### src/logic/rv_pkg.sv
`default_nettype none

package rv_pkg;

  // ------------------------------------------------------------
  // widths
  // ------------------------------------------------------------
  localparam int NUM_REGS    = 32;  // architectural registers, x0 included
  localparam int IMM_WIDTH   = 12;  // I-type immediate
  localparam int INSTR_WIDTH = 32;

  typedef logic [4:0] reg_addr_t;

  // ------------------------------------------------------------
  // encodings
  // ------------------------------------------------------------
  // major opcodes handled by this core
  typedef enum logic [6:0] {
    OPC_REG = 7'b0110011,  // add, sub, and, or, xor, slt, sll, srl
    OPC_IMM = 7'b0010011   // addi, andi, ori, xori, slti
  } opcode_t;

  typedef enum logic [3:0] {
    ALU_ADD = 4'h0,
    ALU_SUB = 4'h1,
    ALU_AND = 4'h2,
    ALU_OR  = 4'h3,
    ALU_XOR = 4'h4,
    ALU_SLT = 4'h5,  // signed compare
    ALU_SLL = 4'h6,
    ALU_SRL = 4'h7
  } alu_op_t;

endpackage

`default_nettype wire

### src/logic/reg_file.sv
`timescale 1ns/100ps
`default_nettype none

module reg_file #(
  parameter int xlen = 64
) (
  input  logic              clk,
  input  logic              rst_n,
  input  rv_pkg::reg_addr_t raddr1,
  input  rv_pkg::reg_addr_t raddr2,
  output logic [xlen-1:0]   rdata1,
  output logic [xlen-1:0]   rdata2,
  input  logic              we,
  input  rv_pkg::reg_addr_t waddr,
  input  logic [xlen-1:0]   wdata
);

  // x0 has no storage
  logic [xlen-1:0] regs [1:rv_pkg::NUM_REGS-1];

  always_ff @(posedge clk or negedge rst_n) begin
    if (!rst_n) begin
      for (int i = 1; i < rv_pkg::NUM_REGS; i++) begin
        regs[i] <= '0;
      end
    end else if (we && waddr != '0) begin
      regs[waddr] <= wdata;
    end
  end

  // write-through so a reader two slots behind the producer sees the new value
  function automatic logic [xlen-1:0] read_port(input rv_pkg::reg_addr_t addr);
    if (addr == '0) begin
      return '0;
    end else if (we && addr == waddr) begin
      return wdata;
    end
    return regs[addr];
  endfunction

  always_comb begin
    rdata1 = read_port(raddr1);
    rdata2 = read_port(raddr2);
  end

endmodule

`default_nettype wire

### config.mk
export PLATFORM = sky130hd
export DESIGN_NAME = reg_file
export DESIGN_NICKNAME = d
export VERILOG_FILES = /design/src/logic/rv_pkg.sv /design/src/logic/reg_file.sv
export SDC_FILE = /design/constraint.sdc
export NUM_CORES = 2
export LEC_CHECK = 0
export BUFFER_PORTS_ARGS = -buffer_cell sky130_fd_sc_hd__clkbuf_2
export CAP_MARGIN = 20
export CELL_PAD_IN_SITES_DETAIL_PLACEMENT = 2
export CELL_PAD_IN_SITES_GLOBAL_PLACEMENT = 2
export CORE_AREA = 2 2 489 491
export DETAILED_ROUTE_END_ITERATION = 7
export DIE_AREA = 0 0 491 493
export GPL_ROUTABILITY_DRIVEN = 0
export HOLD_SLACK_MARGIN = 0.06
export PLACE_DENSITY = 0.84
export SKIP_CTS_REPAIR_TIMING = 1
export SKIP_LAST_GASP = 1
export SYNTH_ARGS = -nofsm -noshare
export SYNTH_HDL_FRONTEND = slang
export SYNTH_SLANG_ARGS = --single-unit
### constraint.sdc
create_clock -name clk -period 2.7 [get_ports clk]
set_clock_uncertainty 0.1 [all_clocks]
set_input_delay 0.135 -clock clk [delete_from_list [all_inputs] [get_ports clk]]
set_output_delay 0.135 -clock clk [all_outputs]
set_load 0.03 [all_outputs]
==> impl_metrics.tcl, run 1 <==
set metrics [dict create \
    start_util 0.457 \
    synthCells 8087 \
    synth_seq_cells 1984 \
    yosysWarnings 0 \
    cts.sink_count 1984 \
    die_y_um 493 \
    synth_fa_ha_area_frac 0 \
    io_pins 210 \
    yosysMostFrequentCell "mux2_2" \
    synthTopCellsByCount "mux2_2, dfrtp_1, mux2i_1" \
    firstError "[ERROR GRT-0228] Horizontal edge usage exceeds the maximum allowed. (24, 23) usage=65535 limit=3200" \
    yosysTopAreaCell "dfrtp_1" \
    htreeDepth 4 \
    dp_hpwl_mm 337 \
    synth_top_family_by_area "multiplexers" \
    synth-simple-area-share 0.0277 \
    synth_top_area_frac 0.458 \
    place.port_buffers 209 \
    synth_fp_nets 8169 \
    worst-ep-kind "top-level output" \
    muxShareOfSynthArea 0.406 \
    status "aborted with a tool error" \
    rows 179 \
    synthDistinctLibCells 54 \
    yosys-top-cells-area "dfrtp_1, mux2_2, mux2i_1" \
    clk_path_buf_depth 3 \
    numCtsBuffers 217 \
    die_w_um 491 \
    cts_root_buf "clkbuf_16" \
    syn_area_per_cell_um2 13.4 \
    synth-compound-area-share 0.0641 \
    synthFlopType "dfrtp_1" \
    ys_seq_area_frac 0.458 \
    synth_async_sr_flop_share 1.00 \
    synth-edff-count 0 \
    failing_step "global routing (5_1_grt)" \
    postGrtWorstEndpoint "rdata1[40]" \
    grt_max_degree 129 \
    antenna_found_initial 141 \
    synth_xor_area_frac 0.000566 \
    synthesis.area_um2 108000 \
]
-- cells by family after synthesis --
logic type	after synthesis
flops	1984
simple gates	596
compound gates	965
xor+xnor	7
buf+inv	891
mux	3644
-- metrics by stage --
stage	utilization	hold WS, ns	cell area (µm²)	instances	setup slack [ns]
after floorplan	-	-0.261	108000	8087	0.0605
after global placement	0.498	-0.00932	118000	11300	-0.881
after detailed placement	0.498	-0.00398	118000	11300	-0.714
after CTS	0.530	-0.974	126000	11700	-1.49
==> inputs of run 2 (changes only) <==
CELL_PAD_IN_SITES_DETAIL_PLACEMENT = unset   (was 2)
CELL_PAD_IN_SITES_GLOBAL_PLACEMENT = unset   (was 2)
CORE_AREA = 2 2 524 526   (was 2 2 489 491)
DIE_AREA = 0 0 526 528   (was 0 0 491 493)
HOLD_SLACK_MARGIN = unset   (was 0.06)
PLACE_DENSITY = unset   (was 0.84)
PLACE_DENSITY_LB_ADDON = 0.15   (was unset)
==> run 2 against run 1 <==
Compared with the run above: the flow now finishes, with violations (negative hold slack, negative setup slack); synthesized cell count did not move; synthesized area is the same.
==> impl_metrics.tcl, run 2 <==
set metrics [dict create \
    status "finished with violations" \
    failed_checks "negative hold slack, negative setup slack" \
    num-fill-cells 23900 \
    hp-class "input port to flip-flop" \
    drc 0 \
    placedCellCount 11800 \
    max-slew-margin-rel 0.265 \
    fin_nets 8508 \
    cts.sink_count 1984 \
    path_max_fanout 3 \
    synthesis.area_um2 108000 \
    synthCells 8087 \
    io_pins 210 \
    syn_area_per_cell_um2 13.4 \
    drive_gt1_frac 0.490 \
    ant_nets 0 \
    arrival_ns 2.94 \
    htreeDepth 4 \
    dieArea_um2 278000 \
    cts_tree "yes" \
    place.port_buffers 209 \
    globalRouteTotalUtil 0.295 \
    worst_path_max_delay_cell "mux4_2" \
    core_um2 272000 \
    synthTopCellsByCount "mux2_2, dfrtp_1, mux2i_1" \
    die_w_um 526 \
    synth-compound-area-share 0.0641 \
    fin_crit_ns 3.18 \
    finalMaxSlewViolations 0 \
    dp_hpwl_mm 267 \
    yosysMostFrequentCell "mux2_2" \
    top_register "regs" \
    design_area_um2 130000 \
    max-cap-violations 0 \
    synth_fp_nets 8169 \
    worstSetupStartpointType "flip-flop" \
    synthFlopType "dfrtp_1" \
    die_y_um 528 \
    cts_root_buf "clkbuf_16" \
    grt_overflow 0 \
    synth_async_sr_flop_share 1.00 \
    comb_power_share 0.232 \
    power_frac_seq 0.425 \
    yosysTopAreaCell "dfrtp_1" \
    power.switching_mw 27.7 \
    grt_pass1_wl_mm 595 \
    switching_share 0.294 \
    clkPwrFrac 0.343 \
    synth_top_area_frac 0.458 \
    ir_worst_vdd_mv 0.613 \
    stdcell_count 12200 \
    reg.largest.list "regs x1984" \
    fin_ws_ns -0.478 \
    synthDistinctLibCells 54 \
    rows 192 \
    synth_top_family_by_area "multiplexers" \
    grt_pass1_vias 79200 \
    finalHoldViolations 152 \
    most-common-layout-cells "mux2_2, dfrtp_1, mux2i_1, o22ai_1, buf_4" \
    clk_latency_ns 0.87 \
    power_density_nw_per_um2 722 \
    synth_seq_cells 1984 \
    yosys-top-cells-area "dfrtp_1, mux2_2, mux2i_1" \
    final_util 0.478 \
    finalPower_mw 94.2 \
    wirelength_met1_mm 176 \
    grt_max_degree 96 \
    post-route-period-util 1.18 \
    rrSetupSlack_ns 1.67 \
    routedWlPerCell_um 34.3 \
    required_ns 2.47 \
    wl_met2_mm 194 \
    p_leak_nw 57.6 \
    hold_slack_ns -0.0502 \
    tightest_slew_ns 1.10 \
    yosysWarnings 0 \
    numCtsBuffers 230 \
    vias 77200 \
    antenna_found_initial 33 \
    clkTransAtPathRegs_ns 0.06 \
    synth-edff-count 0 \
    synth_xor_area_frac 0.000566 \
    muxShareOfSynthArea 0.406 \
    p_int_mw 66.5 \
    dr.pass1.iters 6 \
    rsz0062_at_grt "yes" \
    critical_path_class "flip-flop to primary output" \
    crit_chain "mux4_2 -> mux2_2 -> a211oi_1 -> o41ai_2 -> clkbuf_2" \
    setup_viol 128 \
    place_area_um2 119000 \
    synth-simple-area-share 0.0277 \
    layout_commonest_cell "mux2_2" \
    viasPerCell 6.33 \
    largest_register_ffs 1984 \
    fmax_ghz 0.315 \
    start_util 0.398 \
    drt_iter0_markers 7321 \
    wl_mm 418 \
    cpPeakStageDelay_ns 0.47 \
    synth_fa_ha_area_frac 0 \
    highest_layer "met5" \
    clk_path_buf_depth 4 \
    end_kind "primary output" \
    ys_seq_area_frac 0.458 \
    wl_met3_mm 27.7 \
    area_growth_pct 20.4 \
]
==> run 2: stage by stage <==
| step | setup TNS, ns | setup WS, ns |
|---|---|---|
| 2_1_floorplan | 0 | 0.0605 |
| 3_3_place_gp | -6.52 | -0.705 |
| 3_5_place_dp | -4.93 | -0.356 |
| 4_1_cts | -55.88 | -0.806 |
| 5_1_grt | -34.21 | -0.501 |
| 6_report | -28.48 | -0.478 |
==> run 2: worst paths after layout <==
check / startpoint / to / cells past startpoint
setup / recovery: regs[1627] / rdata1[27] / 5
hold / removal: wdata[10] / regs[522] / 2
setup reg to reg: regs[1685] / regs[1685] / 2
hold reg to reg: regs[1259] / regs[1259] / 1
max in group asynchronous: rst_n / regs[569] / 5
min in group asynchronous: rst_n / regs[578] / 4
==> run 2: layout make-up <==
cell class | count | area (µm²) | area share
multi-input cells | 5212 | 57100 | 0.438
flip-flops and latches | 1984 | 49600 | 0.381
repair buffers | 991 | 11400 | 0.0873
clock buffers | 338 | 6810 | 0.0523
well taps | 3589 | 4490 | 0.0345
clock inverters | 69 | 861 | 0.00660
inverters | 7 | 41.3 | 0.000317
diodes | 12 | 30.0 | 0.000230
==> run 2: cell families (layout without fill, tap and decap cells) <==
family	count (synthesis)	in the layout
muxes	3644	3644
DFF	1984	1984
xor gates and xnor gates	7	7
buffers and inverters	891	1405
AOI/OAI and AO/OA	965	965
and+or+nand+nor	596	596
other	0	12
==> run 2: critical path, delay by kind of cell (launching register included) <==
family	cells	cell delay, ns
buf+inv	1	0.28
compound gates	2	0.59
mux	2	0.75
flops	1	0.41
==> run 2: power groups by stage <==
stage / clock network (mW) / logic (mW) / registers (mW)
floorplan: 0 / 14.2 / 38.9
global placement: 0 / 20.1 / 40.0
detailed placement: 0 / 20.4 / 40.3
CTS: 32.8 / 20.5 / 39.8
global route: 34.0 / 23.2 / 40.7
finish: 32.3 / 21.8 / 40.0
==> run 2: layer usage <==
metal,up-vias,GRT usage
met3,943,0.0476
met4,14,0.130
met1,41600,0.394
li1,31700,-
met2,2991,0.472
met5,-,0
Note: power is estimated with default switching activity, not from simulation.
