### src/logic/rv_pkg.sv
`default_nettype none

package rv_pkg;

  // ------------------------------------------------------------
  // widths
  // ------------------------------------------------------------
  localparam int NUM_REGS    = 32;  // architectural registers, x0 included
  localparam int IMM_WIDTH   = 12;  // I-type immediate
  localparam int INSTR_WIDTH = 32;

  typedef logic [4:0] reg_addr_t;

  // ------------------------------------------------------------
  // encodings
  // ------------------------------------------------------------
  // major opcodes handled by this core
  typedef enum logic [6:0] {
    OPC_REG = 7'b0110011,  // add, sub, and, or, xor, slt, sll, srl
    OPC_IMM = 7'b0010011   // addi, andi, ori, xori, slti
  } opcode_t;

  typedef enum logic [3:0] {
    ALU_ADD = 4'h0,
    ALU_SUB = 4'h1,
    ALU_AND = 4'h2,
    ALU_OR  = 4'h3,
    ALU_XOR = 4'h4,
    ALU_SLT = 4'h5,  // signed compare
    ALU_SLL = 4'h6,
    ALU_SRL = 4'h7
  } alu_op_t;

endpackage

`default_nettype wire

### src/logic/writeback_stage.sv
`timescale 1ns/100ps
`default_nettype none

module writeback_stage #(
  parameter int xlen = 64
) (
  input  logic              clk,
  input  logic              rst_n,
  input  logic              ex_valid,
  input  rv_pkg::reg_addr_t ex_rd,
  input  logic              ex_wr_en,
  input  logic [xlen-1:0]   ex_result,
  output logic              wb_valid,
  output logic              wb_wr_en,
  output rv_pkg::reg_addr_t wb_rd,
  output logic [xlen-1:0]   wb_data
);

  logic              valid_q;
  logic              wr_en_q;
  rv_pkg::reg_addr_t rd_q;
  logic [xlen-1:0]   data_q;

  always_ff @(posedge clk or negedge rst_n) begin
    if (!rst_n) begin
      valid_q <= 1'b0;
      wr_en_q <= 1'b0;
    end else begin
      valid_q <= ex_valid;
      wr_en_q <= ex_wr_en;
    end
  end

  always_ff @(posedge clk) begin
    rd_q   <= ex_rd;
    data_q <= ex_result;
  end

  // only a valid, register-writing instruction is reported
  assign wb_valid = valid_q && wr_en_q;
  assign wb_wr_en = wr_en_q;   // regfile commits at the edge closing this cycle
  assign wb_rd    = rd_q;
  assign wb_data  = data_q;

endmodule

`default_nettype wire

### config.mk
export PLATFORM = sky130hd
export DESIGN_NAME = writeback_stage
export DESIGN_NICKNAME = d
export VERILOG_FILES = /design/src/logic/rv_pkg.sv /design/src/logic/writeback_stage.sv
export SDC_FILE = /design/constraint.sdc
export NUM_CORES = 1
export LEC_CHECK = 0
export ABC_AREA = 1
export BUFFER_PORTS_ARGS = -buffer_cell sky130_fd_sc_hd__buf_2
export CAP_MARGIN = 10
export CORE_ASPECT_RATIO = 1.2
export CORE_MARGIN = 2
export CORE_UTILIZATION = 32
export CTS_BUF_LIST = sky130_fd_sc_hd__clkbuf_4 sky130_fd_sc_hd__clkbuf_8
export CTS_CLUSTER_DIAMETER = 80
export DETAILED_ROUTE_END_ITERATION = 7
export PLACE_DENSITY = 0.85
export SLEW_MARGIN = 30
export SYNTH_ARGS = -nofsm -noshare
export SYNTH_HDL_FRONTEND = slang
export SYNTH_SLANG_ARGS = --single-unit
### constraint.sdc
create_clock -name clk -period 0.8 [get_ports clk]
set_input_delay 0.08 -clock clk [delete_from_list [all_inputs] [get_ports clk]]
set_output_delay 0.08 -clock clk [all_outputs]
set_load 0.03 [all_outputs]
==> results of run 1 <==
-- cell families (layout without fill, tap and decap cells) --
kind of cell  count (synthesis)  in the layout  share of synthesized area
flops                        71             71                      0.995
simple gates                  1              1                    0.00261
buf+inv                       1            232                    0.00261
-- flip-flops by register name, indices dropped and copies added (netlist names) --
register / count
wb_data: 64
wb_rd: 5
valid_q: 1
wb_wr_en: 1
-- worst max-delay path by stage --
| stage | startpoint | endpoint | slack [ps] |
|---|---|---|---|
| 3_3_place_gp | wb_wr_en | wb_valid | 100 |
| 2_1_floorplan | wb_wr_en | wb_valid | 20 |
| 4_1_cts | wb_wr_en | wb_valid | -260 |
| 6_report | wb_wr_en | wb_valid | -240 |
| 3_5_place_dp | wb_wr_en | wb_valid | 90 |
| 5_1_grt | wb_wr_en | wb_valid | -270 |
-- power breakdown --
group	internal (mW)	switching, mW
sequential	3.77	0.0981
combinational	0.694	0.573
clock	1.99	1.20
-- stage by stage --
stage | setup TNS [ps] | cell area [um2]
after floorplan | 0 | 1440
after global placement | 0 | 2230
after detailed placement | 0 | 2230
after CTS | -5100 | 3700
after global routing | -6460 | 3700
final | -4210 | 3700
-- cell type report --
cell class | count | area share
Sequential cell | 71 | 0.410
Multi-Input combinational cell | 1 | 0.00101
Clock buffer | 13 | 0.0449
Timing Repair Buffer | 215 | 0.506
Clock inverter | 3 | 0.0176
Tap cell | 56 | 0.0189
Inverter | 1 | 0.00101
-- what timing repair did --
action | 4_1_cts | 5_1_grt
setup endpoints to repair | 71 | 71
hold buffers | 72 | 0
gates resized for setup | 209 | 0
pin swaps | 0 | 0
endpoints found under the hold margin | 73 | 0
-- synthesized netlist by cell type --
library cell and instances:
dfxtp_1 69, dfrtp_1 2, inv_1 1, nand2_1 1
-- metal layers --
metal	share of wire	track usage	up-vias
li1	-	-	675
met1	0.32	0.201	658
met2	0.56	0.438	101
met3	0.095	0.0855	12
met4	0.026	0.125	0
met5	0	0	-
-- cell usage in the layout, fill, tap and decap left out --
cell,count
dfrtp_2,1
nand2_1,1
dlygate4sd3_1,72
dfxtp_2,69
buf_2,73
clkbuf_4,2
buf_6,70
clkinv_2,1
bufinv_16,2
dfrtp_1,1
clkbuf_8,11
inv_1,1
==> results.sh, run 1 <==
export IMPL_ios=144
export IMPL_n_antenna_cell=0
export IMPL_clockBufferDepth=2
export IMPL_drive_gt1_frac=0.753
export IMPL_num_vias=1446
export IMPL_n_fill_cell=195
export IMPL_cts_root_buffer="clkbuf_8"
export IMPL_fin_crit_sh=1.30
export IMPL_final_max_slew_violation_count=0
export IMPL_rows=26
export IMPL_cp_slowest_cell="dfrtp_2"
export IMPL_dr_pass1_iters=4
export IMPL_synth_cells=73
export IMPL_hold_slack_ps=77.2
export IMPL_drt_wl_total_um=5490
export IMPL_rsz0062_at_grt="true"
export IMPL_area_delta_synth_final_pct=157
export IMPL_path_cells="nand2_1 -> inv_1 -> buf_6"
export IMPL_slew_limit_headroom=0.898
export IMPL_yosys_warnings=0
export IMPL_numCtsBuffers=9
export IMPL_grt_pass1_vias=1677
export IMPL_cp_start_kind="flip-flop"
export IMPL_tightestPinTransition_ps=154
export IMPL_syn_area_per_cell_um2=19.7
export IMPL_multiInputGateArea_um2=3.75
export IMPL_gr_usage_all_layers=0.231
export IMPL_fp_dieArea_um2=5050
export IMPL_synth_seq_cells=71
export IMPL_die_w_um=65.2
export IMPL_cts_tree="done"
export IMPL_fin_cells=360
export IMPL_max_stage_delay_ps=400
export IMPL_postCtsSetupBuffers=0
export IMPL_setup_slack_ps=-238
export IMPL_drtAntennaViolNets=0
export IMPL_syn_num_nets=146
export IMPL_dp_hpwl_um=2730
export IMPL_detail_route_wl_per_cell_um=15.3
export IMPL_remaining_drc_errors=0
export IMPL_gp_congestion=0.663
export IMPL_hold_violations=0
export IMPL_initial_utilization=0.335
export IMPL_cts_htree_levels=3
export IMPL_ir_worst_vdd_v=0.00158
export IMPL_pre_cts_slack_ps=86.9
export IMPL_clk_pin_slew_ps=70
export IMPL_dieHeight_um=77.5
export IMPL_cap_violations=0
export IMPL_crit_type="flip-flop to output pin"
export IMPL_yosys_top_cells_area="dfxtp_1 (96%), dfrtp_1 (3.5%), inv_1 (0.26%)"
export IMPL_max_freq_mhz=964
export IMPL_worstPathRequired_ps=720
export IMPL_endpoint_kind="output pin"
export IMPL_arrival_ps=960
export IMPL_worstPathMaxFanout=2
export IMPL_regArea_um2=1520
export IMPL_cp_buffers_inverters=2
export IMPL_io_buffers=143
export IMPL_fin_total_pwr_mw=8.33
export IMPL_path_delay_family="flip-flops"
export IMPL_p_leak_nw=1.75
export IMPL_core_um2=4290
export IMPL_netlist_area_um2=1440
export IMPL_synth_top_cell_by_area="dfxtp_1"
export IMPL_period_needed_ps=1040
export IMPL_critical_path_depth=3
export IMPL_status="complete, but fails checks"
export IMPL_drt_initial_drc_count=72
export IMPL_powerDensity_nw_per_um2=2250
export IMPL_dp_cells=272
export IMPL_synth_cell_types=4
export IMPL_finish_utilization=0.862
export IMPL_setup_viol=71
export IMPL_fin_nets=372
export IMPL_vias_per_cell=4.02
export IMPL_violations="setup timing"
export IMPL_synth_top_area_frac=0.960
export IMPL_gr_total_overflow=0
export IMPL_grt_max_degree=12
export IMPL_clock_sinks=71
export IMPL_grt_pass1_wl_um=8290
export IMPL_antenna_found_initial=0
export IMPL_holdCritPathClass="primary input to asynchronous set/reset pin"
export IMPL_ys_seq_area_frac=0.995
Note: power is estimated with default switching activity, not from simulation.
==> run 2: changes to the inputs <==
==> constraint.sdc (replaced) <==
create_clock -name clk -period 0.8 [get_ports clk]
set_input_delay 0.24 -clock clk [delete_from_list [all_inputs] [get_ports clk]]
set_output_delay 0.24 -clock clk [all_outputs]
set_load 0.03 [all_outputs]
==> run 2 against run 1 <==
Compared with the run above: non-clock buffer count shrank 45; utilization shrank 10 points; global-route usage shrank 5.1 points; total power shrank 2.8%; the flow still finishes with violations (setup timing); highest routed layer is now met5; critical endpoint unchanged; wire length shrank 18%; sequential cell count is the same; clock power shrank 1%; design area shrank 12%; setup slack lost 140 ps; sequential power is essentially flat; cell count shrank 12%; clock-buffer cell count is the same.
==> results.sh, run 2 (synthesis results as in run 1) <==
export IMPL_remaining_drc_errors=0
export IMPL_path_cells="nand2_2 -> inv_2 -> buf_6"
export IMPL_die_w_um=65.2
export IMPL_drive_gt1_frac=0.892
export IMPL_dr_pass1_iters=4
export IMPL_path_delay_family="flip-flops"
export IMPL_arrival_ps=940
export IMPL_holdCritPathClass="primary input to flip-flop"
export IMPL_area_delta_synth_final_pct=127
export IMPL_ios=144
export IMPL_powerDensity_nw_per_um2=2480
export IMPL_violations="setup timing"
export IMPL_dp_hpwl_um=2650
export IMPL_cts_tree="done"
export IMPL_cp_slowest_cell="dfrtp_2"
export IMPL_clk_pin_slew_ps=70
export IMPL_core_um2=4290
export IMPL_crit_type="flip-flop to output pin"
export IMPL_final_max_slew_violation_count=0
export IMPL_dieHeight_um=77.5
export IMPL_fin_nets=327
export IMPL_cap_violations=0
export IMPL_initial_utilization=0.335
export IMPL_rows=26
export IMPL_cp_start_kind="flip-flop"
export IMPL_setup_slack_ps=-376
export IMPL_period_needed_ps=1180
export IMPL_worstPathMaxFanout=2
export IMPL_worstPathRequired_ps=560
export IMPL_max_freq_mhz=851
export IMPL_gr_total_overflow=0
export IMPL_fin_total_pwr_mw=8.09
export IMPL_gp_congestion=0.691
export IMPL_io_buffers=143
export IMPL_num_vias=1257
export IMPL_fin_cells=317
export IMPL_antenna_found_initial=3
export IMPL_drt_wl_total_um=4480
export IMPL_ir_worst_vdd_v=0.00201
export IMPL_endpoint_kind="output pin"
export IMPL_rsz0062_at_grt="true"
export IMPL_detail_route_wl_per_cell_um=14.1
export IMPL_tightestPinTransition_ps=100
export IMPL_hold_violations=0
export IMPL_postCtsSetupBuffers=0
export IMPL_slew_limit_headroom=0.933
export IMPL_cts_htree_levels=3
export IMPL_gr_usage_all_layers=0.180
export IMPL_fp_dieArea_um2=5050
export IMPL_p_leak_nw=1.56
export IMPL_numCtsBuffers=9
export IMPL_dp_cells=272
export IMPL_n_fill_cell=274
export IMPL_setup_viol=71
export IMPL_drt_initial_drc_count=39
export IMPL_clockBufferDepth=2
export IMPL_fin_crit_sh=1.47
export IMPL_clock_sinks=71
export IMPL_layout_commonest_cell="buf_2"
export IMPL_status="complete, but fails checks"
export IMPL_grt_pass1_vias=1432
export IMPL_drtAntennaViolNets=0
export IMPL_grt_pass1_wl_um=6420
export IMPL_largest_reg_flops=64
export IMPL_vias_per_cell=3.97
export IMPL_max_stage_delay_ps=400
export IMPL_final_cell_mix="buf_2 (72), buf_6 (70), dfxtp_2 (69), dlygate4sd3_1 (27), clkbuf_8 (11)"
export IMPL_grt_max_degree=12
export IMPL_cts_root_buffer="clkbuf_8"
export IMPL_cp_buffers_inverters=2
run 2: final timing paths:
path | from | to | slack [ps] | depth (start not counted)
min in group asynchronous | rst_n | valid_q | 230 | 2
worst min-delay path | ex_result[43] | wb_data[43] | 10 | 1
worst max-delay path | wb_wr_en | wb_valid | -380 | 3
max in group asynchronous | rst_n | wb_wr_en | 460 | 2
run 2: layout make-up:
class,count,area (um2),area share
diodes,2,5.00,0.00153
clock buffers,13,166,0.0510
clock inverters,3,65.1,0.0199
inverters,1,3.75,0.00115
multi-input cells,1,6.26,0.00192
flip-flops and latches,71,1520,0.466
well taps,56,70.1,0.0215
repair buffers,170,1430,0.437
run 2: timing repair:
action | CTS | global route
endpoints found under the hold margin | 23 | 5
hold buffers | 22 | 5
endpoints found under the setup margin | 71 | 71
pin swaps | 1 | 0
resized for setup | 210 | 1
run 2: per-stage QoR:
| stage | instance area, um2 | setup WS, ps | setup TNS (ps) | util | hold slack [ps] |
|---|---|---|---|---|---|
| 2_1_floorplan | 1440 | -82.0 | -82.0 | - | -55.6 |
| 3_3_place_gp | 2230 | -79.1 | -79.1 | 0.518 | 25.5 |
| 3_5_place_dp | 2230 | -78.1 | -78.1 | 0.518 | 32.7 |
| 4_1_cts | 3200 | -397 | -16240 | 0.746 | 0.322 |
| 5_1_grt | 3260 | -409 | -17370 | 0.758 | -0.785 |
| 6_report | 3260 | -376 | -15180 | 0.760 | 14.1 |
run 2: power breakdown:
group,internal [mW],switching [mW]
logic,0.552,0.530
clock network,1.99,1.16
registers,3.77,0.0905
total,6.31,1.78
run 2: routing by layer:
| metal | GRT usage | up-vias | share of wire |
|---|---|---|---|
| met2 | 0.352 | 91 | 0.58 |
| met4 | 0.104 | 2 | 0.036 |
| li1 | - | 587 | - |
| met1 | 0.124 | 560 | 0.27 |
| met5 | 0 | - | 0.0038 |
| met3 | 0.0957 | 17 | 0.11 |
==> run 3: changes to the inputs <==
--- a/config.mk
+++ b/config.mk
@@ -9,12 +9,12 @@
 export BUFFER_PORTS_ARGS = -buffer_cell sky130_fd_sc_hd__buf_2
 export CAP_MARGIN = 10
 export CORE_ASPECT_RATIO = 1.2
-export CORE_MARGIN = 2
 export CORE_UTILIZATION = 32
 export CTS_BUF_LIST = sky130_fd_sc_hd__clkbuf_4 sky130_fd_sc_hd__clkbuf_8
 export CTS_CLUSTER_DIAMETER = 80
 export DETAILED_ROUTE_END_ITERATION = 7
 export PLACE_DENSITY = 0.85
+export REMOVE_ABC_BUFFERS = 1
 export SLEW_MARGIN = 30
 export SYNTH_ARGS = -nofsm -noshare
 export SYNTH_HDL_FRONTEND = slang
==> run 3 against run 2 <==
Compared with the run above: the run still ends with setup timing left; sequential power hardly changed; sequential cell count stayed put; first-iteration DRC count is 54% higher; clock-buffer cell count is 1 lower; die area is 5.6% lower; critical endpoint unchanged; largest cell class is now non-clock buffers.
==> results.sh, run 3 (synthesis results as in run 1) <==
export IMPL_worstPathRequired_ps=560
export IMPL_rsz0062_at_grt="true"
export IMPL_setup_viol=71
export IMPL_cp_buffers_inverters=2
export IMPL_cts_tree="done"
export IMPL_cp_start_kind="flip-flop"
export IMPL_largest_reg_flops=64
export IMPL_final_cell_mix="buf_2 (72), buf_6 (70), dfxtp_2 (69), dlygate4sd3_1 (64), clkbuf_8 (9)"
export IMPL_clk_pin_slew_ps=70
export IMPL_io_buffers=143
export IMPL_drtAntennaViolNets=0
export IMPL_layout_commonest_cell="buf_2"
export IMPL_violations="setup timing"
export IMPL_drive_gt1_frac=0.774
export IMPL_fin_crit_sh=1.57
export IMPL_max_stage_delay_ps=400
export IMPL_setup_worst_path_end="wb_valid"
export IMPL_vias_per_cell=4.00
export IMPL_powerDensity_nw_per_um2=2270
export IMPL_ir_worst_vdd_v=0.00189
export IMPL_endpoint_kind="output pin"
export IMPL_core_um2=4290
export IMPL_ios=144
export IMPL_area_delta_synth_final_pct=151
export IMPL_tightestPinTransition_ps=111
export IMPL_gr_total_overflow=0
export IMPL_slew_limit_headroom=0.926
export IMPL_fin_nets=364
export IMPL_remaining_drc_errors=0
export IMPL_cap_violations=0
export IMPL_path_delay_family="flip-flops"
export IMPL_worstPathMaxFanout=1
export IMPL_die_w_um=63.2
export IMPL_grt_pass1_wl_um=6710
export IMPL_final_max_slew_violation_count=0
export IMPL_path_cells="nand2_1 -> inv_2 -> buf_6"
export IMPL_n_fill_cell=229
export IMPL_grt_pass1_vias=1453
export IMPL_antenna_found_initial=0
export IMPL_clockBufferDepth=2
export IMPL_cp_slowest_cell="dfrtp_1"
export IMPL_crit_type="flip-flop to output pin"
export IMPL_fin_cells=352
export IMPL_dr_pass1_iters=4
export IMPL_initial_utilization=0.335
export IMPL_cts_root_buffer="clkbuf_8"
export IMPL_clock_sinks=71
export IMPL_grt_max_degree=12
export IMPL_finish_utilization=0.840
export IMPL_status="complete, but fails checks"
export IMPL_setup_slack_ps=-459
export IMPL_worstHoldStart="ex_result[20]"
export IMPL_dp_cells=272
export IMPL_drt_initial_drc_count=60
export IMPL_num_vias=1407
export IMPL_critical_path_depth=3
export IMPL_p_leak_nw=1.71
export IMPL_numCtsBuffers=9
export IMPL_holdCritPathClass="primary input to flip-flop"
export IMPL_hold_violations=0
export IMPL_gp_congestion=0.727
export IMPL_gr_usage_all_layers=0.205
export IMPL_max_freq_mhz=794
export IMPL_cts_htree_levels=3
export IMPL_postCtsSetupBuffers=0
export IMPL_fp_dieArea_um2=4770
export IMPL_dieHeight_um=75.5
export IMPL_detail_route_wl_per_cell_um=15.6
export IMPL_n_antenna_cell=0
export IMPL_fin_total_pwr_mw=8.19
export IMPL_drt_wl_total_um=5480
export IMPL_crit_start="valid_q"
export IMPL_arrival_ps=1020
export IMPL_rows=26
export IMPL_period_needed_ps=1260
## run 3: cell types whose count changed in the layout (fill, tap and decap cells not counted), sizes merged
cell and delta:
diode -2, dlygate4sd3 +37, clkbuf -1, clkinv +1
## run 3: area by class of cell
type	instances	area, um2	share of cell area
clock inverters	4	70.1	0.0194
multi-input cells	1	3.75	0.00104
well taps	56	70.1	0.0194
clock buffers	12	146	0.0406
flip-flops and latches	71	1520	0.421
inverters	1	3.75	0.00104
repair buffers	207	1800	0.498
## run 3: metrics by stage
stage | setup TNS (ps) | area (um2) | hold WS [ps] | setup slack, ps
after global placement | -35.4 | 2220 | 24.2 | -35.4
final | -16060 | 3610 | 13.0 | -459
after CTS | -16500 | 3440 | 0.805 | -387
after detailed placement | -41.7 | 2220 | 26.8 | -41.7
after floorplan | -213 | 1440 | -55.6 | -213
after global routing | -18490 | 3610 | -3.84 | -484
## run 3: power breakdown
| group | internal [mW] | total, mW | switching (mW) |
|---|---|---|---|
| clock | 1.85 | 3.08 | 1.23 |
| combinational | 0.670 | 1.24 | 0.569 |
| sequential | 3.76 | 3.86 | 0.0984 |
| total | 6.29 | 8.19 | 1.90 |
## run 3: worst min-delay path by stage
stage | end | cells past startpoint
CTS | wb_data[3] | 1
detailed placement | wb_wr_en | 1
global route | wb_data[17] | 1
finish | wb_data[20] | 1
global placement | wb_wr_en | 1
floorplan | valid_q | 0
## run 3: layer usage
layer  wire length [um]  track usage  vias to the layer above
met5                  0            0                        -
met4                117        0.119                        0
met3                474        0.105                       11
met2               3210        0.417                       91
met1               1680        0.152                      646
li1                   -            -                      659
## run 3: what timing repair did
action / CTS / global route
hold buffers: 47 / 17
gates resized for setup: 209 / 2
endpoints found under the setup margin: 71 / 71
endpoints found under the hold margin: 48 / 17
