### src/logic/rv_pkg.sv
`default_nettype none

package rv_pkg;

  // ------------------------------------------------------------
  // widths
  // ------------------------------------------------------------
  localparam int NUM_REGS    = 32;  // architectural registers, x0 included
  localparam int IMM_WIDTH   = 12;  // I-type immediate
  localparam int INSTR_WIDTH = 32;

  typedef logic [4:0] reg_addr_t;

  // ------------------------------------------------------------
  // encodings
  // ------------------------------------------------------------
  // major opcodes handled by this core
  typedef enum logic [6:0] {
    OPC_REG = 7'b0110011,  // add, sub, and, or, xor, slt, sll, srl
    OPC_IMM = 7'b0010011   // addi, andi, ori, xori, slti
  } opcode_t;

  typedef enum logic [3:0] {
    ALU_ADD = 4'h0,
    ALU_SUB = 4'h1,
    ALU_AND = 4'h2,
    ALU_OR  = 4'h3,
    ALU_XOR = 4'h4,
    ALU_SLT = 4'h5,  // signed compare
    ALU_SLL = 4'h6,
    ALU_SRL = 4'h7
  } alu_op_t;

endpackage

`default_nettype wire

### src/logic/decode_stage.sv
`timescale 1ns/100ps
`default_nettype none

module decode_stage #(
  parameter int xlen = 64
) (
  input  logic                               clk,
  input  logic                               rst_n,
  input  logic                               instr_valid,
  input  logic [rv_pkg::INSTR_WIDTH-1:0]     instr,
  input  logic [xlen-1:0]                    rf_rdata1,
  input  logic [xlen-1:0]                    rf_rdata2,
  output logic                               dec_valid,
  output rv_pkg::alu_op_t                    dec_op,
  output rv_pkg::reg_addr_t                  dec_rd,
  output rv_pkg::reg_addr_t                  dec_rs1,
  output rv_pkg::reg_addr_t                  dec_rs2,
  output logic                               dec_wr_en,
  output logic                               dec_use_imm,
  output logic [xlen-1:0]                    dec_imm,
  output logic [xlen-1:0]                    dec_rs1_data,
  output logic [xlen-1:0]                    dec_rs2_data
);

  // funct3 / funct7 codes shared by the R and I forms
  localparam logic [2:0] F3_ADD = 3'b000;
  localparam logic [2:0] F3_SLL = 3'b001;
  localparam logic [2:0] F3_SLT = 3'b010;
  localparam logic [2:0] F3_XOR = 3'b100;
  localparam logic [2:0] F3_SRL = 3'b101;
  localparam logic [2:0] F3_OR  = 3'b110;
  localparam logic [2:0] F3_AND = 3'b111;

  localparam logic [6:0] F7_BASE = 7'b0000000;
  localparam logic [6:0] F7_ALT  = 7'b0100000;  // sub

  logic                           valid_q;
  logic [rv_pkg::INSTR_WIDTH-1:0] instr_q;
  logic [6:0]                     opcode;
  logic [2:0]                     funct3;
  logic [6:0]                     funct7;
  rv_pkg::alu_op_t                alu_op;
  logic                           legal;
  logic                           use_imm;

  // ------------------------------------------------------------
  // instruction register
  // ------------------------------------------------------------
  always_ff @(posedge clk or negedge rst_n) begin
    if (!rst_n) begin
      valid_q <= 1'b0;
    end else begin
      valid_q <= instr_valid;  // idle cycle turns into a bubble
    end
  end

  always_ff @(posedge clk) begin
    if (instr_valid) begin
      instr_q <= instr;
    end
  end

  // ------------------------------------------------------------
  // field decode
  // ------------------------------------------------------------
  assign opcode = instr_q[6:0];
  assign funct3 = instr_q[14:12];
  assign funct7 = instr_q[31:25];

  always_comb begin
    alu_op  = rv_pkg::ALU_ADD;
    legal   = 1'b1;
    use_imm = 1'b0;
    case (opcode)
      rv_pkg::OPC_REG: begin
        case (funct3)
          F3_ADD:  alu_op = (funct7 == F7_ALT) ? rv_pkg::ALU_SUB : rv_pkg::ALU_ADD;
          F3_SLL:  alu_op = rv_pkg::ALU_SLL;
          F3_SLT:  alu_op = rv_pkg::ALU_SLT;
          F3_XOR:  alu_op = rv_pkg::ALU_XOR;
          F3_SRL:  alu_op = rv_pkg::ALU_SRL;
          F3_OR:   alu_op = rv_pkg::ALU_OR;
          F3_AND:  alu_op = rv_pkg::ALU_AND;
          default: legal  = 1'b0;  // sltu
        endcase
        // only sub may carry the alternate funct7, so sra is rejected here
        if (funct7 != F7_BASE && !(funct3 == F3_ADD && funct7 == F7_ALT)) begin
          legal = 1'b0;
        end
      end
      rv_pkg::OPC_IMM: begin
        use_imm = 1'b1;
        case (funct3)
          F3_ADD:  alu_op = rv_pkg::ALU_ADD;
          F3_SLT:  alu_op = rv_pkg::ALU_SLT;
          F3_XOR:  alu_op = rv_pkg::ALU_XOR;
          F3_OR:   alu_op = rv_pkg::ALU_OR;
          F3_AND:  alu_op = rv_pkg::ALU_AND;
          default: legal  = 1'b0;  // immediate shifts, sltiu
        endcase
      end
      default: legal = 1'b0;
    endcase
  end

  assign dec_valid   = valid_q;
  assign dec_op      = alu_op;
  assign dec_rd      = instr_q[11:7];
  assign dec_rs1     = instr_q[19:15];
  assign dec_rs2     = instr_q[24:20];
  assign dec_use_imm = use_imm;
  assign dec_wr_en   = valid_q && legal && (dec_rd != '0);  // x0 writes are dropped

  // sign extend from bit 11 of the immediate
  assign dec_imm = {{(xlen - rv_pkg::IMM_WIDTH){instr_q[rv_pkg::INSTR_WIDTH-1]}},
                    instr_q[rv_pkg::INSTR_WIDTH-1 -: rv_pkg::IMM_WIDTH]};

  assign dec_rs1_data = rf_rdata1;
  assign dec_rs2_data = rf_rdata2;

endmodule

`default_nettype wire

### config.mk
export PLATFORM = sky130hd
export DESIGN_NAME = decode_stage
export DESIGN_NICKNAME = d
export VERILOG_FILES = /design/src/logic/rv_pkg.sv /design/src/logic/decode_stage.sv
export SDC_FILE = /design/constraint.sdc
export NUM_CORES = 1
export LEC_CHECK = 0
export ABC_AREA = 1
export BUFFER_PORTS_ARGS = -buffer_cell sky130_fd_sc_hd__buf_2
export CORE_AREA = 8 8 139 141
export DETAILED_ROUTE_END_ITERATION = 16
export DIE_AREA = 0 0 147 149
export SLEW_MARGIN = 20
export SYNTH_ARGS = -nofsm -noshare
export SYNTH_HDL_FRONTEND = slang
export SYNTH_SLANG_ARGS = --single-unit
### constraint.sdc
create_clock -name clk -period 2.13 [get_ports clk]
set_input_delay 0 -clock clk [delete_from_list [all_inputs] [get_ports clk]]
set_output_delay 0 -clock clk [all_outputs]
set_load 0.02 [all_outputs]
==> run_results.csv, run 1 <==
group,metric,value,unit
synth,ys_seq_area_share,35.3,%
cts,cts_buffers,5,
timing,fmax,0.660,GHz
cts,htree_num_levels,2,
synth,netlist_instances,296,
place,dpl_worst_slack,0.913,ns
cts,cts_tree,"done",
global_routing,grt_overflow,0,
cts,clock_path_buffers,2,
floorplanning,initial_core_util,16.4,%
hold_path,hp-start,"rf_rdata1[58]",
place,dpl.hpwl,5.84,mm
cells_and_area,drive_gt1_share,54.2,%
global_routing,grt_max_degree,54,
synth,yosys_warnings,0,
pwr,p_leak,1.15,nW
global_routing,grt_pass1_wl,10.3,mm
detailed_routing,final_antenna_net_count,0,
setup_path,critPathKind,"reg -> out",
cts,path_clk_slew,0.06,ns
timing,slew_violations,0,
floorplanning,core,17100,um^2
detailed_routing,drc,0,
floorplanning,rows,48,
setup_path,cp.required,2.13,ns
cts,ctsRootBufferMaster,"clkbuf_16",
hold_path,min_path_cells,0,
detailed_routing,wl,7.55,mm
floorplanning,io_pins,377,
timing,setup_slack,0.614,ns
setup_path,worstSetupStartpointType,"flip-flop",
synth,avgSynthCellArea,9.44,um^2
timing,post-route-period-util,71.2,%
floorplanning,die_height,149,um
synth,synth_fp_nets,459,
place,gp_congestion,0.704,
cells_and_area,final_util,15.4,%
cells_and_area,stdcell_area,2620,um^2
floorplanning,fp.dieW,147,um
detailed_routing,firstDrtPassIters,4,
setup_path,endpoint_kind,"output pin",
cts,clock_sinks,33,
global_routing,grt_pass1_vias,1602,
flow_run,maxCapViolCount,0,
cells_and_area,final_nets,411,
timing,tightestPinTransition,0.755,ns
detailed_routing,drt_iter0_drc,65,
cts,post_cts_buffers,0,
synth,syn_area,2790,um^2
timing,hold_viol,0,
hold_path,min_path_type,"in -> out",
timing,holdWs,0.00000777,ns
setup_path,arrival,1.52,ns
outcome,outcome,"complete, no violations",
setup_path,crit_start,"instr_q[12]",
cells_and_area,syn2layout_area_growth,-6.27,%
detailed_routing,avgRoutedWirePerCell,15.9,um
place,portBuffers,119,
detailed_routing,via_count,1466,
pwr,cellPowerDensity,782,nW/um^2
floorplanning,die_area,21900,um^2
timing,rsz0062_at_grt,"no",
cts,ctsResizeCount,0,
place,placed_cell_area,2120,um^2
timing,maxSlewHeadroom,49.7,%
timing,finalCriticalPeriod,1.52,ns
synth,yosysUniqueCellTypes,19,
pwr,vdd_drop_max,589,uV
timing,tns,0,ns
setup_path,cp_max_fo,5,
timing,setup_viol,0,
global_routing,grt_usage,6.30,%
detailed_routing,via_per_inst,3.09,
synth,synth-seq-cells,33,
cells_and_area,antenna_cells,0,
global_routing,grt_antenna_before_repair,0,
[where the power goes]
group | internal (mW) | switching (mW) | leakage, nW | total, mW
combinational | 0.152 | 0.270 | 0.749 | 0.422
clock | 0.553 | 0.277 | 0.0800 | 0.830
sequential | 0.771 | 0.0259 | 0.325 | 0.797
[registers in the layout, summed over array words and instances, names as in the netlist]
name       count
instr_q       32
dec_valid      1
[cell usage in the layout, fill, tap and decap left out]
cell type,netlist,layout
clkinvlp_4,0,1
nand2_1,13,13
buf_2,0,119
conb_1,1,1
edfxtp_1,32,32
nand2_2,1,1
o22ai_1,1,1
o21ai_1,1,1
inv_1,8,8
dlygate4sd3_1,0,33
nor2_2,2,2
nor2_1,14,14
a21oi_2,1,1
clkbuf_16,0,5
nor2_4,1,1
bufinv_16,0,1
nand4_1,1,1
nand3_1,3,3
buf_4,208,1
o21ai_0,2,2
inv_2,2,2
a21oi_1,3,3
clkinv_4,0,1
dfrtp_1,1,1
o31ai_1,1,1
[final timing paths]
kind / endpoint / slack, ns
setup / recovery: dec_op[2] / 0.61
hold / removal: dec_rs1_data[58] / 0.000008
max in group asynchronous: dec_valid / 2.03
min in group asynchronous: dec_valid / 0.02
[metrics by stage]
step	cells	total power, mW
after floorplan	296	1.53
after global placement	433	1.19
after detailed placement	433	1.19
after global routing	474	2.13
after CTS	474	2.08
final	474	2.05
[cell usage after synthesis, drive strengths merged]
library cell	number	share of area [%]
nand2	14	2.0
o22ai	1	0.22
a21oi	4	0.85
edfxtp	32	34
conb	1	0.13
nand4	1	0.22
inv	10	1.3
nand3	3	0.54
dfrtp	1	0.90
nor2	17	2.7
o31ai	1	0.27
buf	208	56
o21ai	3	0.54
[per-layer routing]
| layer | track usage (%) | routed length [um] |
|---|---|---|
| met1 | 3.89 | 1860 |
| met2 | 9.33 | 3260 |
| met3 | 7.04 | 1800 |
| met4 | 6.27 | 627 |
| met5 | 1.13 | 0 |
[cell families (layout without fill, tap and decap cells)]
logic type,after synthesis,in the layout,share of synthesized area [%]
other cells,1,1,0.134
simple gates,35,35,5.46
compound gates,9,9,1.88
flops,33,33,35.3
buf+inv,218,171,57.2
[area by class of cell]
class | instances | area [um^2]
timing repair buffer | 153 | 933
tap | 225 | 282
fill | 1923 | 14400
inverter | 10 | 37.5
sequential | 33 | 986
clock inverter | 3 | 46.3
clock buffer | 5 | 125
multi-input combinational | 45 | 209
[critical path, cell delays in order, from the launching register on]
cell	delay (ns)
edfxtp_1	0.46
inv_1	0.13
nand2_1	0.08
nor2_1	0.09
nor2_1	0.05
o22ai_1	0.20
buf_2	0.22
[what timing repair did]
item,CTS,global route
setup endpoints to repair,0,0
hold buffers,33,0
endpoints found under the hold margin,33,0
Note: power is estimated with default switching activity, not from simulation.
==> run 2, diff against run 1 <==
CORE_AREA = 8 8 141 143   (was 8 8 139 141)
DIE_AREA = 0 0 149 151   (was 0 0 147 149)
clock period = 1.24 ns   (was 2.13 ns; I/O delays follow)
==> run 2 against run 1 <==
  * Sequential share of layout area is 1.4 points lower
  * Final cell count grew 1.9%
  * Power up 68%
  * The flow now finishes with violations (setup timing)
  * Clock-buffer cell count increased by 1
  * Utilization grew 0.059 points
  * Hold slack hardly changed
  * Clock power increased by 60%
  * Via count shrank 0.55%
  * Sequential power increased by 72%
  * Critical path depth stayed put
  * Largest cell class is now non-clock buffers
  * Routed wire length shrank 7.0%
  * Die area is 2.7% higher
==> run_results.csv, run 2 (synthesis results as in run 1) <==
group,metric,value,unit
outcome,outcome,"complete, but fails checks",
outcome,violations,"setup timing",
pwr,p_sw,907,uW
floorplanning,rows,49,
floorplanning,fp.dieW,149,um
cells_and_area,final_util,15.4,%
cts,clock_sinks,33,
place,placed_cell_area,2150,um^2
setup_path,cp_max_fo,2,
hold_path,min_path_cells,0,
timing,post-route-period-util,116,%
global_routing,grt_pass1_wl,9.78,mm
detailed_routing,drc,0,
cts,cts_tree,"done",
detailed_routing,via_per_inst,3.02,
cells_and_area,final_cell_mix,"114 x buf_2, 33 x dlygate4sd3_1, 32 x edfxtp_1, 11 x nor2_1, 10 x nand2_1",
pwr,p_total,3.45,mW
pwr,p_leak,1.18,nW
hold_path,hold_end,"dec_rs2_data[49]",
cts,clock_path_buffers,2,
cts,ctsRootBufferMaster,"clkbuf_16",
detailed_routing,wl,7.02,mm
flow_run,maxCapViolCount,0,
hold_path,hp-start,"rf_rdata2[49]",
global_routing,grt_antenna_before_repair,0,
cells_and_area,layout_commonest_cell,"buf_2",
timing,fmax,0.692,GHz
detailed_routing,via_count,1458,
cells_and_area,regMostFlops,"instr_q",
global_routing,grt_pass1_vias,1681,
timing,setup_slack,-0.204,ns
cts,path_clk_slew,0.05,ns
global_routing,grt_max_degree,54,
pwr,intPower,2.54,mW
pwr,swShare,26.3,%
floorplanning,io_pins,377,
global_routing,grt_usage,5.67,%
cells_and_area,stdcell_area,2720,um^2
cells_and_area,antenna_cells,0,
floorplanning,initial_core_util,15.8,%
setup_path,cp.required,1.24,ns
setup_path,worstSetupStartpointType,"flip-flop",
detailed_routing,avgRoutedWirePerCell,14.5,um
pwr,p_seq_share,39.7,%
detailed_routing,firstDrtPassIters,4,
timing,rsz0062_at_grt,"yes",
cts,cts_buffers,5,
place,gp_congestion,0.675,
timing,slew_violations,0,
place,dpl.hpwl,5.43,mm
cells_and_area,syn2layout_area_growth,-2.60,%
pwr,pwr-share-clk,38.5,%
cells_and_area,final_nets,416,
floorplanning,core,17700,um^2
detailed_routing,final_antenna_net_count,0,
cells_and_area,largest_reg_flops,32,
setup_path,critPathKind,"reg -> out",
detailed_routing,drt_iter0_drc,39,
floorplanning,die_height,151,um
floorplanning,die_area,22500,um^2
timing,setup_viol,4,
pwr,cellPowerDensity,1270,nW/um^2
setup_path,arrival,1.44,ns
place,portBuffers,119,
timing,hold_viol,0,
place,dpl_worst_slack,0.000361,ns
pwr,comb_power_share,21.8,%
global_routing,grt_overflow,0,
timing,finalCriticalPeriod,1.44,ns
setup_path,endpoint_kind,"output pin",
cells_and_area,drive_gt1_share,58.3,%
hold_path,min_path_type,"in -> out",
pwr,vdd_drop_max,898,uV
cts,htree_num_levels,2,
-- run 2: changes by cell type in the layout (fill, tap and decap cells not counted), moves of 2 or more --
| cell | delta |
|---|---|
| nor2_1 | -3 |
| nand2_2 | +3 |
| nor2_4 | +2 |
| buf_2 | -5 |
| buf_4 | +5 |
| nand2_1 | -3 |
| inv_1 | -3 |
| buf_6 | +5 |
| inv_2 | +3 |
-- run 2: cell type report --
cell class	count	area (um^2)
inverter	10	37.5
clock inverter	2	33.8
fill	1982	14900
timing repair buffer	158	1000
sequential	33	986
clock buffer	6	129
multi-input combinational	45	246
tap	229	287
-- run 2: power groups by stage --
stage / registers, mW / clock network [mW] / logic, mW
floorplan: 1.41 / 0 / 1.21
finish: 1.37 / 1.33 / 0.754
global placement: 1.39 / 0 / 0.654
detailed placement: 1.39 / 0 / 0.657
CTS: 1.37 / 1.37 / 0.749
global route: 1.38 / 1.40 / 0.804
-- run 2: how the worst max path moves through the flow --
stage / startpoint / end / slack (ns)
final: instr_q[28] / dec_wr_en / -0.20
after global routing: instr_q[13] / dec_wr_en / -0.30
after CTS: instr_q[28] / dec_wr_en / -0.21
after detailed placement: instr_q[28] / dec_wr_en / 0.0004
after global placement: instr_q[28] / dec_wr_en / 0.01
after floorplan: instr_q[31] / dec_wr_en / -0.29
-- run 2: what timing repair did --
action	4_1_cts	5_1_grt
hold endpoints to repair	33	0
hold buffers	33	0
resized for setup	17	4
setup endpoints to repair	5	58
setup buffers	0	2
pin swaps	1	1
-- run 2: critical path, cell delays in order (launching register included) --
cell and delay [ns]:
edfxtp_1 0.39, nor2_1 0.14, nand3_2 0.15, nor2_2 0.16, nand2_2 0.09, a21oi_4 0.12, buf_6 0.13
-- run 2: per-layer routing --
metal	global-route usage [%]	wire, um	vias to the layer above	part of all wire [%]
met5	0	0	-	0
met2	8.03	2980	190	42
met4	6.92	685	0	9.8
li1	-	-	630	-
met1	3.76	1770	576	25
met3	5.74	1590	62	23
-- run 2: stage by stage --
stage / instances / hold WS, ns / TNS (ns)
after detailed placement: 440 / -0.225 / 0
after global placement: 440 / -0.224 / 0
after global routing: 483 / 0.0000451 / -1.09
after CTS: 481 / 0.000137 / -0.738
final: 483 / 0.00000777 / -0.705
after floorplan: 296 / -0.296 / -9.99
==> run 3, diff against run 2 <==
==> constraint.sdc (replaced) <==
create_clock -name clk -period 1.24 [get_ports clk]
set_input_delay 0.062 -clock clk [delete_from_list [all_inputs] [get_ports clk]]
set_output_delay 0.062 -clock clk [all_outputs]
set_load 0.02 [all_outputs]
==> run 3 against run 2 <==
  * The run still ends with setup timing left
  * Routed wire length increased by 2.6%
  * Sequential share of layout area fell by 0.54 points
  * Clock-buffer cell count unchanged
  * Hold slack better by 0.12 ns
  * Maximum frequency fell by 7.0%
  * Critical endpoint unchanged
==> run_results.csv, run 3 (synthesis results as in run 1) <==
group,metric,value,unit
cells_and_area,syn2layout_area_growth,-1.12,%
setup_path,worstSetupStartpointType,"flip-flop",
detailed_routing,drt_iter0_drc,61,
cells_and_area,fill_cells,1968,
cells_and_area,largest_reg_flops,32,
cells_and_area,antenna_cells,0,
cts,ctsRootBufferMaster,"clkbuf_16",
timing,slew_violations,0,
pwr,vdd_drop_max,1060,uV
cts,clock_path_buffers,2,
pwr,p_leak,1.20,nW
timing,tns,-1.17,ns
floorplanning,die_area,22500,um^2
detailed_routing,wl,7.20,mm
detailed_routing,via_count,1489,
global_routing,grt_usage,5.92,%
floorplanning,initial_core_util,15.8,%
place,portBuffers,119,
outcome,violations,"setup timing",
global_routing,grt_overflow,0,
cts,cts_buffers,5,
cells_and_area,layout_commonest_cell,"buf_2",
hold_path,hold_end,"dec_rs1_data[19]",
detailed_routing,avgRoutedWirePerCell,14.7,um
timing,post-route-period-util,125,%
setup_path,critPathKind,"reg -> out",
hold_path,min_path_type,"in -> out",
timing,finalCriticalPeriod,1.55,ns
global_routing,grt_pass1_vias,1711,
outcome,outcome,"complete, but fails checks",
cells_and_area,drive_gt1_share,62.1,%
floorplanning,rows,49,
floorplanning,die_height,151,um
setup_path,arrival,1.49,ns
detailed_routing,drc,0,
cts,clock_sinks,33,
floorplanning,fp.dieW,149,um
hold_path,hp-start,"rf_rdata1[19]",
cts,htree_num_levels,2,
cts,cts_tree,"done",
place,dpl.hpwl,5.46,mm
cts,path_clk_slew,0.05,ns
timing,hold_viol,0,
hold_path,min_path_cells,0,
setup_path,endpoint_kind,"output pin",
timing,setup_viol,5,
detailed_routing,firstDrtPassIters,4,
global_routing,grt_antenna_before_repair,0,
floorplanning,core,17700,um^2
setup_path,cp_max_fo,5,
detailed_routing,via_per_inst,3.04,
cells_and_area,layout.cells.non_filler,490,
place,gp_congestion,0.657,
pwr,cellPowerDensity,1200,nW/um^2
global_routing,grt_max_degree,54,
global_routing,grt_pass1_wl,10.2,mm
timing,setup_slack,-0.313,ns
detailed_routing,final_antenna_net_count,0,
setup_path,cp.required,1.18,ns
timing,rsz0062_at_grt,"yes",
cells_and_area,final_cell_mix,"114 x buf_2, 33 x dlygate4sd3_1, 32 x edfxtp_1, 14 x buf_4, 10 x nor2_1",
flow_run,maxCapViolCount,0,
timing,fmax,0.644,GHz
floorplanning,io_pins,377,
cells_and_area,regMostFlops,"instr_q",
place,place_inst,442,
cells_and_area,final_nets,423,
## run 3: changes by cell type in the layout (fill, tap and decap cells not counted), sizes merged
| cell | change |
|---|---|
| clkinv | +1 |
| bufinv | -1 |
| buf | +7 |
## run 3: worst max-delay path, cell delays in order, from the launching register on
cell      delay [ns]
edfxtp_1        0.44
inv_2           0.09
buf_4           0.14
o21ai_0         0.15
nand2_1         0.11
a21oi_4         0.16
buf_6           0.13
## run 3: worst max-delay path by stage
stage | slack [ns] | end | startpoint
detailed placement | -0.07 | dec_wr_en | instr_q[3]
global route | -0.41 | dec_op[2] | instr_q[12]
floorplan | -0.36 | dec_wr_en | instr_q[31]
CTS | -0.27 | dec_wr_en | instr_q[3]
global placement | -0.04 | dec_wr_en | instr_q[13]
finish | -0.31 | dec_wr_en | instr_q[13]
## run 3: routing by layer
layer	vias to the layer above	GRT usage (%)	part of all wire, %
li1	645	-	-
met1	589	3.98	26
met2	190	8.71	43
met3	65	5.92	22
met4	0	6.51	9.4
met5	-	0	0
## run 3: repair_timing
| item | in CTS | in global routing |
|---|---|---|
| hold buffers | 33 | 0 |
| endpoints found under the setup margin | 58 | 58 |
| setup buffers | 2 | 5 |
| hold endpoints to repair | 33 | 0 |
| resized for setup | 15 | 13 |
| pin swaps | 2 | 7 |
## run 3: cell type report
cell class / count / area, um^2 / share of cell area (%)
clock buffers: 6 / 129 / 4.66
clock inverters: 2 / 10.0 / 0.362
inverters: 10 / 37.5 / 1.36
multi-input cells: 45 / 259 / 9.37
flip-flops and latches: 33 / 986 / 35.7
well taps: 229 / 287 / 10.4
repair buffers: 165 / 1050 / 38.2
## run 3: power breakdown
group	internal, mW	switching (mW)	leakage, nW
Sequential	1.33	0.0514	0.325
Clock	0.735	0.407	0.0706
Combinational	0.304	0.481	0.807
## run 3: per-stage QoR
stage	setup WS [ns]	power, mW	area, um^2	hold slack, ns	utilization (%)
after floorplan	-0.356	2.62	2800	-0.234	-
after CTS	-0.275	3.30	2700	0.0914	15.3
after global placement	-0.0350	2.05	2170	-0.162	12.3
final	-0.313	3.30	2760	0.124	15.6
after detailed placement	-0.0651	2.06	2170	-0.160	12.3
after global routing	-0.407	3.45	2760	0.124	15.6
